### config.mk
export PLATFORM = sky130hd
export DESIGN_NAME = patternWriter
export DESIGN_NICKNAME = d
export VERILOG_FILES = /design/src/rtl/fifoTypesPkg.sv /design/src/rtl/patternWriter.sv
export VERILOG_INCLUDE_DIRS = /design/src /design/src/rtl
export SDC_FILE = /design/constraint.sdc
export NUM_CORES = 1
export LEC_CHECK = 0
export BUFFER_PORTS_ARGS = -buffer_cell sky130_fd_sc_hd__buf_2
export CORE_AREA = 2 2 39 41
export DETAILED_ROUTE_END_ITERATION = 8
export DIE_AREA = 0 0 41 43
export SETUP_SLACK_MARGIN = 0.05
export SYNTH_ARGS = -nofsm -noshare
export SYNTH_HDL_FRONTEND = slang
export SYNTH_SLANG_ARGS = --single-unit
### constraint.sdc
create_clock -name iSCLK -period 1.7 [get_ports iSCLK]
set_clock_uncertainty 0.15 [all_clocks]
set_input_delay 0.255 -clock iSCLK [delete_from_list [all_inputs] [get_ports iSCLK]]
set_output_delay 0.255 -clock iSCLK [all_outputs]
set_load 0.1 [all_outputs]
### src/rtl/bramFifo_params.svh
// Block RAM FIFO exerciser parameters
// Word width, RAM depth, almost-full margin and reader pacing
`ifndef BRAM_FIFO_PARAMS_SVH
`define BRAM_FIFO_PARAMS_SVH

//------------------------------
// FIFO geometry
//------------------------------
// Data word width
`define BF_DATA_WIDTH     8
// RAM words
`define BF_DEPTH          1024
// Pointer width, log2 of depth
`define BF_ADDR_WIDTH     10
// Free words left when full rises
`define BF_ALMOST_MARGIN  16

//------------------------------
// Reader pacing
//------------------------------
// Cycles between reads, 100 ms at 100 MHz
`define BF_READ_INTERVAL  10000000

`endif

### src/rtl/fifoTypesPkg.sv
// FIFO transfer types
// Write and read structs plus pointer and occupancy types
`default_nettype none

`include "bramFifo_params.svh"

package fifoTypesPkg;

	// Write side, valid/ready handshake
	typedef struct packed {
		logic [`BF_DATA_WIDTH-1:0] data;
		logic                      valid;
	} fifoWrite_t;

	// Read response, valid one cycle after request
	typedef struct packed {
		logic [`BF_DATA_WIDTH-1:0] data;
		logic                      valid;
	} fifoRead_t;

	// RAM address, wraps at depth
	typedef logic [`BF_ADDR_WIDTH-1:0] fifoPtr_t;
	// One bit wider so a full RAM is countable
	typedef logic [`BF_ADDR_WIDTH:0] fifoCount_t;

endpackage

`default_nettype wire

### src/rtl/patternWriter.sv
// Pattern writer
// Pushes an incrementing 8-bit count at full rate under valid/ready
`timescale 1ns/100ps
`default_nettype none

`include "bramFifo_params.svh"

module patternWriter
	import fifoTypesPkg::*;
(
	input  logic       iSCLK,
	input  logic       rst,
	output fifoWrite_t wr,
	input  logic       wrReady
);

	// Current word on offer
	logic [`BF_DATA_WIDTH-1:0] pattern;
	// Valid flop, low in reset then held high
	logic                      validReg;

	always_ff @(posedge iSCLK)
	begin
		if (rst)
		begin
			pattern  <= '0;
			validReg <= 1'b0;
		end
		else
		begin
			validReg <= 1'b1;
			// Advance only on an accepted word, wraps at 255
			if (validReg && wrReady)
				pattern <= pattern + 1'b1;
		end
	end

	assign wr.data  = pattern;
	assign wr.valid = validReg;

endmodule

`default_nettype wire

==> flow_metrics.py <==
metrics = {
    "yosys": {
        "synth_largest_type_area_fraction_pct": 46.6,
        "synth-seq-cells": 9,
        "synth_enable_flop_cells": 0,
        "synth_most_common_cell": "dfxtp_1",
        "postSynth.asyncResetShare_pct": 0,
        "ys.flop_type": "dfxtp_1",
        "synth_largest_area_cell": "dfxtp_1",
        "syn-num-nets": 48,
        "synth.distinct_cells": 18,
        "syn_inst": 44,
        "yosys_warnings": 0,
        "ranking_of_synthesized_cells_by_instance_count": "9 x dfxtp_1, 6 x a21oi_1",
        "synth_top_cells_by_area": "dfxtp_1 47%, a21oi_1 7.8%, nand3_1 3.9%",
        "seq_area_frac_synth_pct": 46.6,
        "post_synth.cell_area_avg_um2": 8.79,
        "syn_area_um2": 387,
    },
    "drt": {
        "routed_wirelength_um": 738,
        "detail_route.drc_violations": 0,
        "first_iter_violations": 10,
        "wl_per_cell_um": 10.1,
        "total_number_of_vias": 352,
        "drt_pre_antenna_iters": 2,
        "detail_route.vias_per_cell": 4.82,
        "final_antenna_net_count": 0,
    },
    "cts": {
        "htreeDepth": 1,
        "cts.path.max_buffers": 2,
        "clock_tree_from_tritoncts": "yes",
        "clock_sinks": 9,
        "cts_post_setup_buffers_inserted": 0,
        "cts_hold_repair.buffers": 0,
        "cts.reportedPaths.clkPinSlew_ns": 0.06,
        "cts_made_buffers": 3,
        "resized_gates_after_cts": 0,
        "clkLatencyLatePin_ns": 0.26,
        "cts.root.buffer_cell": "clkbuf_4",
    },
    "timing": {
        "final_number_of_max_transition_violations": 0,
        "setup-violations-final": 0,
        "max_freq_ghz": 0.654,
        "timing.setup.tns_ns": 0,
        "final.period_utilization_pct": 90.0,
        "slew-limit-headroom_pct": 67.8,
        "finalCriticalPeriod_ns": 1.53,
        "tightest_slew_ns": 0.487,
        "setup_slack_ns": 0.170,
        "setup_repair_after_global_routing_missed_its_margin": "false",
        "report.final.hold_viol_count": 0,
    },
    "power": {
        "power_density_nw_per_um2": 872,
        "share_seq_of_total_power_pct": 50.8,
        "portion_of_total_power_attributed_to_combinational_logic_pct": 11.5,
        "power.switching_uw": 119,
        "power_switching_share_pct": 27.6,
        "power.share.clock_pct": 37.7,
        "peakVddDrop_uv": 536,
        "power.leakage_nw": 0.196,
        "intPower_uw": 311,
    },
    "place": {
        "place.gp.congestion": 0.658,
        "placement.io_buffers": 11,
        "detailedPlace.worstSlack_ns": 0.262,
        "place_inst": 69,
    },
    "worst_setup_path": {
        "cp_max_fo": 6,
        "cp_slowest_cell": "buf_2",
        "critical_path_required_ns": 1.29,
        "crit_type": "reg2out",
        "timing.critical_path.buf_inv": 1,
        "critPathArrivalTime_ns": 1.13,
        "worst_path_largest_cell_delay_ns": 0.46,
        "critical_path.cell_chain": "buf_2",
        "worstSetupEndpointType": "output port",
        "worstSetupStartpointType": "register",
        "worst_path_dominant_cell_family": "buffers and inverters",
    },
    "global_route": {
        "global_route_wire_length_before_repair_um": 1040,
        "largest_net_degree_at_the_start_of_global_routing": 10,
        "grt.total_usage_pct": 9.36,
        "grt_pass1_vias": 236,
        "globalRouteOverflowTotal": 0,
        "antenna_found_initial": 0,
    },
    "finish": {
        "finish.cell_count_without_fillers": 73,
        "multiInputGateArea_um2": 184,
        "num_antenna_cells": 0,
        "final.fill_count": 143,
        "final_nets": 62,
        "drive_above_1_share_pct": 40.4,
        "finalCoreUtilization_pct": 35.6,
        "layout-area-overhead-vs-synth_pct": 27.5,
        "seqCellArea_um2": 196,
    },
    "job": {
        "maxCapViolations": 0,
    },
    "worst_hold_path": {
        "hp-class": "in2reg",
    },
    "outcome": {
        "status": "complete, no violations",
    },
    "floorplanning": {
        "core_area_um2": 1380,
        "start_util_pct": 27.9,
        "fp.dieArea_um2": 1760,
        "die_height_um": 43,
        "die-width_um": 41,
        "top_level_ports": 12,
        "placement_rows": 14,
    },
}
[layer usage]
layer	track usage, %	wire length (µm)
met1	11.3	358
met2	10.6	315
met3	9.42	63
met4	4.00	0
met5	0	0
[layout by cell type, fill, tap and decap left out]
cell and instances:
a21oi_1 6, buf_2 11, clkbuf_1 1, clkbuf_4 3, dfxtp_1 2, dfxtp_2 4
dfxtp_4 3, ha_1 1, inv_1 3, nand2_1 3, nand3_1 3, nand4_1 2
nand4_2 1, nor2_1 2, o21ai_0 3, o31ai_1 2, or3_1 2, or3_2 1
or4_1 2, xnor2_1 1, xor2_1 1
[power groups by stage]
stage	logic (mW)	clock network [mW]	registers [mW]
2_1_floorplan	0.0203	0	0.245
3_3_place_gp	0.0497	0	0.223
3_5_place_dp	0.0497	0	0.223
4_1_cts	0.0497	0.170	0.218
5_1_grt	0.0517	0.189	0.219
6_report	0.0494	0.162	0.218
[registers in the layout, indices dropped and copies added, names as in the netlist]
register / cells
pattern: 8
validReg: 1
[worst register-to-register path: cells and delay by family (launching register included)]
kind               cells  cell delay, ns
DFF                    1            0.41
AOI/OAI and AO/OA      1            0.15
and+or+nand+nor        2            0.67
[cells by family after synthesis]
| logic type | count (synthesis) | share of synthesized area, % |
|---|---|---|
| flip-flops | 9 | 46.6 |
| AO/OA/AOI/OAI | 11 | 15.5 |
| adder cells (fa/ha/maj) | 1 | 3.24 |
| XOR/XNOR | 2 | 4.53 |
| buffers and inverters | 5 | 5.82 |
| AND/OR/NAND/NOR | 16 | 24.3 |
[metrics by stage]
| step | hold slack (ns) | power (mW) | instance area [µm²] |
|---|---|---|---|
| 6_report | 0.0909 | 0.430 | 493 |
| 3_3_place_gp | 0.315 | 0.273 | 467 |
| 3_5_place_dp | 0.320 | 0.273 | 467 |
| 5_1_grt | 0.0901 | 0.460 | 493 |
| 4_1_cts | 0.0867 | 0.438 | 493 |
| 2_1_floorplan | 0.255 | 0.265 | 403 |
[path summary, 6_finish.rpt]
kind,to,startpoint,cells after the start,slack [ns]
worst min register to register,pattern[7]$_SDFFE_PP0P_,pattern[7]$_SDFFE_PP0P_,2,0.33
worst max register to register,pattern[5]$_SDFFE_PP0P_,validReg$_DFF_P_,3,0.25
worst min-delay path,validReg$_DFF_P_,rst,2,0.09
worst max-delay path,wr[0],validReg$_DFF_P_,1,0.17
[layout make-up]
type	instances	share of cell area, %
flip-flops and latches	9	39.8
multi-input cells	30	37.3
repair buffers	11	11.2
clock buffers	4	5.33
well taps	16	4.06
inverters	3	2.28
Note: power is estimated with default switching activity, not from simulation.
