<file path="src/rtl/bramFifo_params.svh">
// Block RAM FIFO exerciser parameters
// Word width, RAM depth, almost-full margin and reader pacing
`ifndef BRAM_FIFO_PARAMS_SVH
`define BRAM_FIFO_PARAMS_SVH

//------------------------------
// FIFO geometry
//------------------------------
// Data word width
`define BF_DATA_WIDTH     8
// RAM words
`define BF_DEPTH          1024
// Pointer width, log2 of depth
`define BF_ADDR_WIDTH     10
// Free words left when full rises
`define BF_ALMOST_MARGIN  16

//------------------------------
// Reader pacing
//------------------------------
// Cycles between reads, 100 ms at 100 MHz
`define BF_READ_INTERVAL  10000000

`endif

</file>
<file path="src/rtl/fifoTypesPkg.sv">
// FIFO transfer types
// Write and read structs plus pointer and occupancy types
`default_nettype none

`include "bramFifo_params.svh"

package fifoTypesPkg;

	// Write side, valid/ready handshake
	typedef struct packed {
		logic [`BF_DATA_WIDTH-1:0] data;
		logic                      valid;
	} fifoWrite_t;

	// Read response, valid one cycle after request
	typedef struct packed {
		logic [`BF_DATA_WIDTH-1:0] data;
		logic                      valid;
	} fifoRead_t;

	// RAM address, wraps at depth
	typedef logic [`BF_ADDR_WIDTH-1:0] fifoPtr_t;
	// One bit wider so a full RAM is countable
	typedef logic [`BF_ADDR_WIDTH:0] fifoCount_t;

endpackage

`default_nettype wire

</file>
<file path="src/rtl/paceTypesPkg.sv">
// Paced reader types
// Reader FSM states and the LED status bundle
`default_nettype none

package paceTypesPkg;

	// Reader FSM
	typedef enum logic [1:0] {
		WAIT_TICK = 2'd0,
		REQUEST   = 2'd1,
		CAPTURE   = 2'd2
	} readerState_t;

	// Board status outputs
	typedef struct packed {
		// Low six bits of last word
		logic [5:0] led;
		// Sticky sequence error
		logic       seqErr;
	} ledStatus_t;

endpackage

`default_nettype wire

</file>
<file path="src/rtl/pacedReader.sv">
// Paced reader
// Pops one FIFO word per interval, shows it on the LEDs
// and flags any break in the incrementing sequence
`timescale 1ns/100ps
`default_nettype none

`include "bramFifo_params.svh"

module pacedReader
	import fifoTypesPkg::*, paceTypesPkg::*;
#(
	parameter int pReadInterval = `BF_READ_INTERVAL
)
(
	input  logic       iSCLK,
	input  logic       rst,
	input  logic       rdEmpty,
	output logic       rdReq,
	input  fifoRead_t  rd,
	output ledStatus_t status
);

	// Timer width, at least one bit
	localparam int lpTickWidth = (pReadInterval > 1) ? $clog2(pReadInterval) : 1;

	logic [lpTickWidth-1:0]    tickCnt;
	logic                      tick;
	readerState_t              state;
	readerState_t              stateNext;
	logic [`BF_DATA_WIDTH-1:0] prevWord;
	logic [`BF_DATA_WIDTH-1:0] expectWord;
	logic                      havePrev;

	//------------------------------
	// Interval timer
	//------------------------------
	assign tick = (tickCnt == lpTickWidth'(pReadInterval - 1));

	always_ff @(posedge iSCLK)
	begin
		if (rst || tick)
			tickCnt <= '0;
		else
			tickCnt <= tickCnt + 1'b1;
	end

	//------------------------------
	// Read FSM
	//------------------------------
	always_comb
	begin
		stateNext = state;
		case (state)
			// Tick on empty FIFO is skipped
			WAIT_TICK: if (tick && !rdEmpty) stateNext = REQUEST;
			REQUEST:   stateNext = CAPTURE;
			CAPTURE:   if (rd.valid) stateNext = WAIT_TICK;
			default:   stateNext = WAIT_TICK;
		endcase
	end

	always_ff @(posedge iSCLK)
	begin
		if (rst)
			state <= WAIT_TICK;
		else
			state <= stateNext;
	end

	// One-cycle request pulse
	assign rdReq = (state == REQUEST);

	//------------------------------
	// LED latch and checker
	//------------------------------
	// Previous word plus one, wraps mod 256
	assign expectWord = prevWord + 1'b1;

	always_ff @(posedge iSCLK)
	begin
		if (rst)
		begin
			status.led    <= '0;
			status.seqErr <= 1'b0;
			havePrev      <= 1'b0;
		end
		else if (rd.valid)
		begin
			status.led <= rd.data[5:0];
			havePrev   <= 1'b1;
			// First word after reset has nothing to compare against
			if (havePrev && (rd.data != expectWord))
				status.seqErr <= 1'b1;
		end
	end

	// Last captured word
	always_ff @(posedge iSCLK)
	begin
		if (rd.valid)
			prevWord <= rd.data;
	end

endmodule

`default_nettype wire

</file>
<file path="config.mk">
export PLATFORM = sky130hd
export DESIGN_NAME = pacedReader
export DESIGN_NICKNAME = d
export VERILOG_FILES = /design/src/rtl/fifoTypesPkg.sv /design/src/rtl/paceTypesPkg.sv /design/src/rtl/pacedReader.sv
export VERILOG_INCLUDE_DIRS = /design/src /design/src/rtl
export SDC_FILE = /design/constraint.sdc
export NUM_CORES = 1
export LEC_CHECK = 0
export BUFFER_PORTS_ARGS = -buffer_cell sky130_fd_sc_hd__buf_2
export CELL_PAD_IN_SITES_DETAIL_PLACEMENT = 0
export CELL_PAD_IN_SITES_GLOBAL_PLACEMENT = 2
export CORE_UTILIZATION = 40
export CTS_CLUSTER_SIZE = 8
export DETAILED_ROUTE_END_ITERATION = 16
export GPL_ROUTABILITY_DRIVEN = 0
export PLACE_DENSITY = 0.91
export SYNTH_ARGS = -nofsm -noshare
export SYNTH_HDL_FRONTEND = slang
export SYNTH_SLANG_ARGS = --single-unit
</file>
<file path="constraint.sdc">
create_clock -name iSCLK -period 3.11 [get_ports iSCLK]
set_clock_uncertainty 0.15 [all_clocks]
set_input_delay 0.933 -clock iSCLK [delete_from_list [all_inputs] [get_ports iSCLK]]
set_output_delay 0.933 -clock iSCLK [all_outputs]
set_load 0.005 [all_outputs]
</file>
==> flow_summary.ini <==
[outcome]
status = finished, final reports clean

[floorplan]
die_h_um = 71.88
coreArea_um2 = 4723
dieArea_um2 = 5166
die_w_um = 71.88
io_pins = 20
fp-row-count = 25
initial_core_util_pct = 41.35

[synthesis]
synthAdderAreaFrac_pct = 1.281
synthSimpleGateAreaFrac_pct = 27.55
syn-num-nets = 208
synth_top_family_by_area = simple AND/OR/NAND/NOR gates
syn-cell-area_um2 = 1953
synth_top_area_cell = dfxtp_1
yosys-top-cells-area = dfxtp_1 (35%), edfxtp_1 (12%), xor2_1 (9.0%)
yosys.area_share.xor_xnor_pct = 13.45
ys_warn_count = 0
ys.flop_type = dfxtp_1
synth.area.mux_share_pct = 3.075
synthArstFlopShare_pct = 0
synthTopCellsByCount = dfxtp_1 (34), nor2_1 (31), xor2_1 (20), nand2_1 (11), nand3_1 (11)
synth_seq_area_share_pct = 47.15
ys_ff_latch = 42
yosysMostFrequentCell = dfxtp_1
synth_cell_types = 40
synth_top_area_share_pct = 34.85
synth-compound-area-share_pct = 4.933
avgSynthCellArea_um2 = 10.07
synth_edf_count = 8
syn_inst = 194

[final_layout]
finalNonFillerCells = 283
antenna_cells = 0
syn2layout_area_growth_pct = 12.43
final_area_um2 = 2196
finalNetCount = 230
final_util_pct = 46.49
drive_gt1_share_pct = 20.83

[worst_setup_path]
crit_chain = nor2b_1 > buf_2
critPathKind = reg2out
critical-path-slowest-cell = dfxtp_1
cp.arrival_ns = 0.98
cp_num_buf_inv = 1
critical_path.top_delay_family = flip-flops
cp_max_fo = 3
cp.required_ns = 2.03
start_kind = flop
crit_path_max_incr_delay_ns = 0.35
end_kind = primary output

[placed_design]
portBuffers = 19
placed_area_um2 = 2093
hpwl_mm = 2.404
place_inst = 276

[routing]
antenna_left = 0
drt-initial-drc-count = 50
routedWlPerCell_um = 11.91
drc = 0
vias_per_cell = 4.834
routed_wl_mm = 3.371
drtPass1Iterations = 4
vias = 1368

[timing]
tightest_slew_ns = 0.4071
setup-tns-final_ns = 0
maxSlewHeadroom_pct = 72.86
hold_viol = 0
grt_setup_unrepaired = no
fmax_mhz = 485.2
whs_ns = 0.2957
period_needed_ns = 2.061
final.period_utilization_pct = 66.27
finalMaxSlewViolations = 0
report.final.setup_viol = 0

[clocking]
postCtsSetupRepairBufs = 0
clk_pin_slew_worst_paths_ns = 0.07
clockBufferDepth = 2
cts_buffers = 5
cts_tree = built
cts_root_buf = clkbuf_8
cts_htree_levels = 2
postCtsHoldBufs = 0
ctsResizeCount = 0
clkSinkCount = 42
clk_latency_ns = 0.29

[pwr]
ir_drop_uv = 279.8
power.density_nw_per_um2 = 494.9
p_leak_nw = 0.8194

[global_routing]
grt_max_degree = 23
antenna_found_initial = 0
grt_overflow = 0
globalRouteTotalUtil_pct = 14.81
grt_pass1_wl_mm = 5.816
grt_pass1_vias = 1245

[worst_hold_path]
hold_class = reg2reg

[flow_run]
maxCapViolations = 0
## through the flow
stage / total power [mW] / setup WS (ns)
final: 1.087 / 1.049
after global routing: 1.138 / 0.9568
after CTS: 1.103 / 1.018
after detailed placement: 0.6933 / 0.8778
after global placement: 0.6926 / 0.9083
after floorplan: 0.6636 / 1.075
## registers in the layout (all words and copies together) (netlist names)
register / count
havePrev: 1
prevWord: 8
state: 2
status: 7
tickCnt: 24
## placed cells by master, fill, tap and decap left out, types with 3 or more instances in the layout
master,Yosys,layout
mux2i_1,6,6
buf_2,0,19
nand3_1,11,11
xnor2_1,10,10
nand4_1,7,7
edfxtp_1,8,8
clkbuf_8,0,5
a21oi_1,4,4
nand2_1,11,11
nor2_1,31,31
inv_1,3,3
nor2_2,10,10
nor3_1,3,3
dfxtp_1,34,34
xor2_1,20,20
## metal layers
layer,vias up,global-route usage [%],routed length (um)
li1,716,-,-
met1,623,20.05,1739
met2,22,22.22,1440
met3,7,4.360,137
met4,0,5.882,53
met5,-,0,0
## path summary, 6_finish.rpt
check	start	end	slack [ns]	cells after the start
worst max register to register	tickCnt[7]	tickCnt[19]	1.22	5
worst max-delay path	state[0]	rdReq	1.05	2
worst min-delay path	tickCnt[0]	tickCnt[0]	0.30	1
worst min register to register	tickCnt[0]	tickCnt[0]	0.30	1
## worst register-to-register path: stages, from the launching register on
cell     delay [ns]
dfxtp_1        0.37
nor4b_2        0.31
nand4_1        0.15
nor4_2         0.34
or2_4          0.37
nor2_1         0.10
## kinds of logic (layout without fill, tap and decap cells)
family	after synthesis	after routing
muxes	6	6
adders and majority gates	2	2
and+or+nand+nor	93	93
buffers and inverters	7	29
AOI/OAI and AO/OA	14	14
xor gates and xnor gates	30	30
DFF	42	42
## cell type report
class                      count  area, um^2
clock inverter                 2       33.78
inverter                       3       11.26
fill                         459        2527
clock buffer                   5       68.82
sequential                    42       920.9
tap                           67       83.83
timing repair buffer          19       95.09
multi-input combinational    145       982.2
## power breakdown
| group | switching (mW) | internal [mW] | total, mW |
|---|---|---|---|
| logic | 0.0466 | 0.0406 | 0.0872 |
| registers | 0.0170 | 0.576 | 0.593 |
| clock network | 0.175 | 0.232 | 0.407 |
| total | 0.238 | 0.849 | 1.09 |
(Power assumes the default switching activity.)
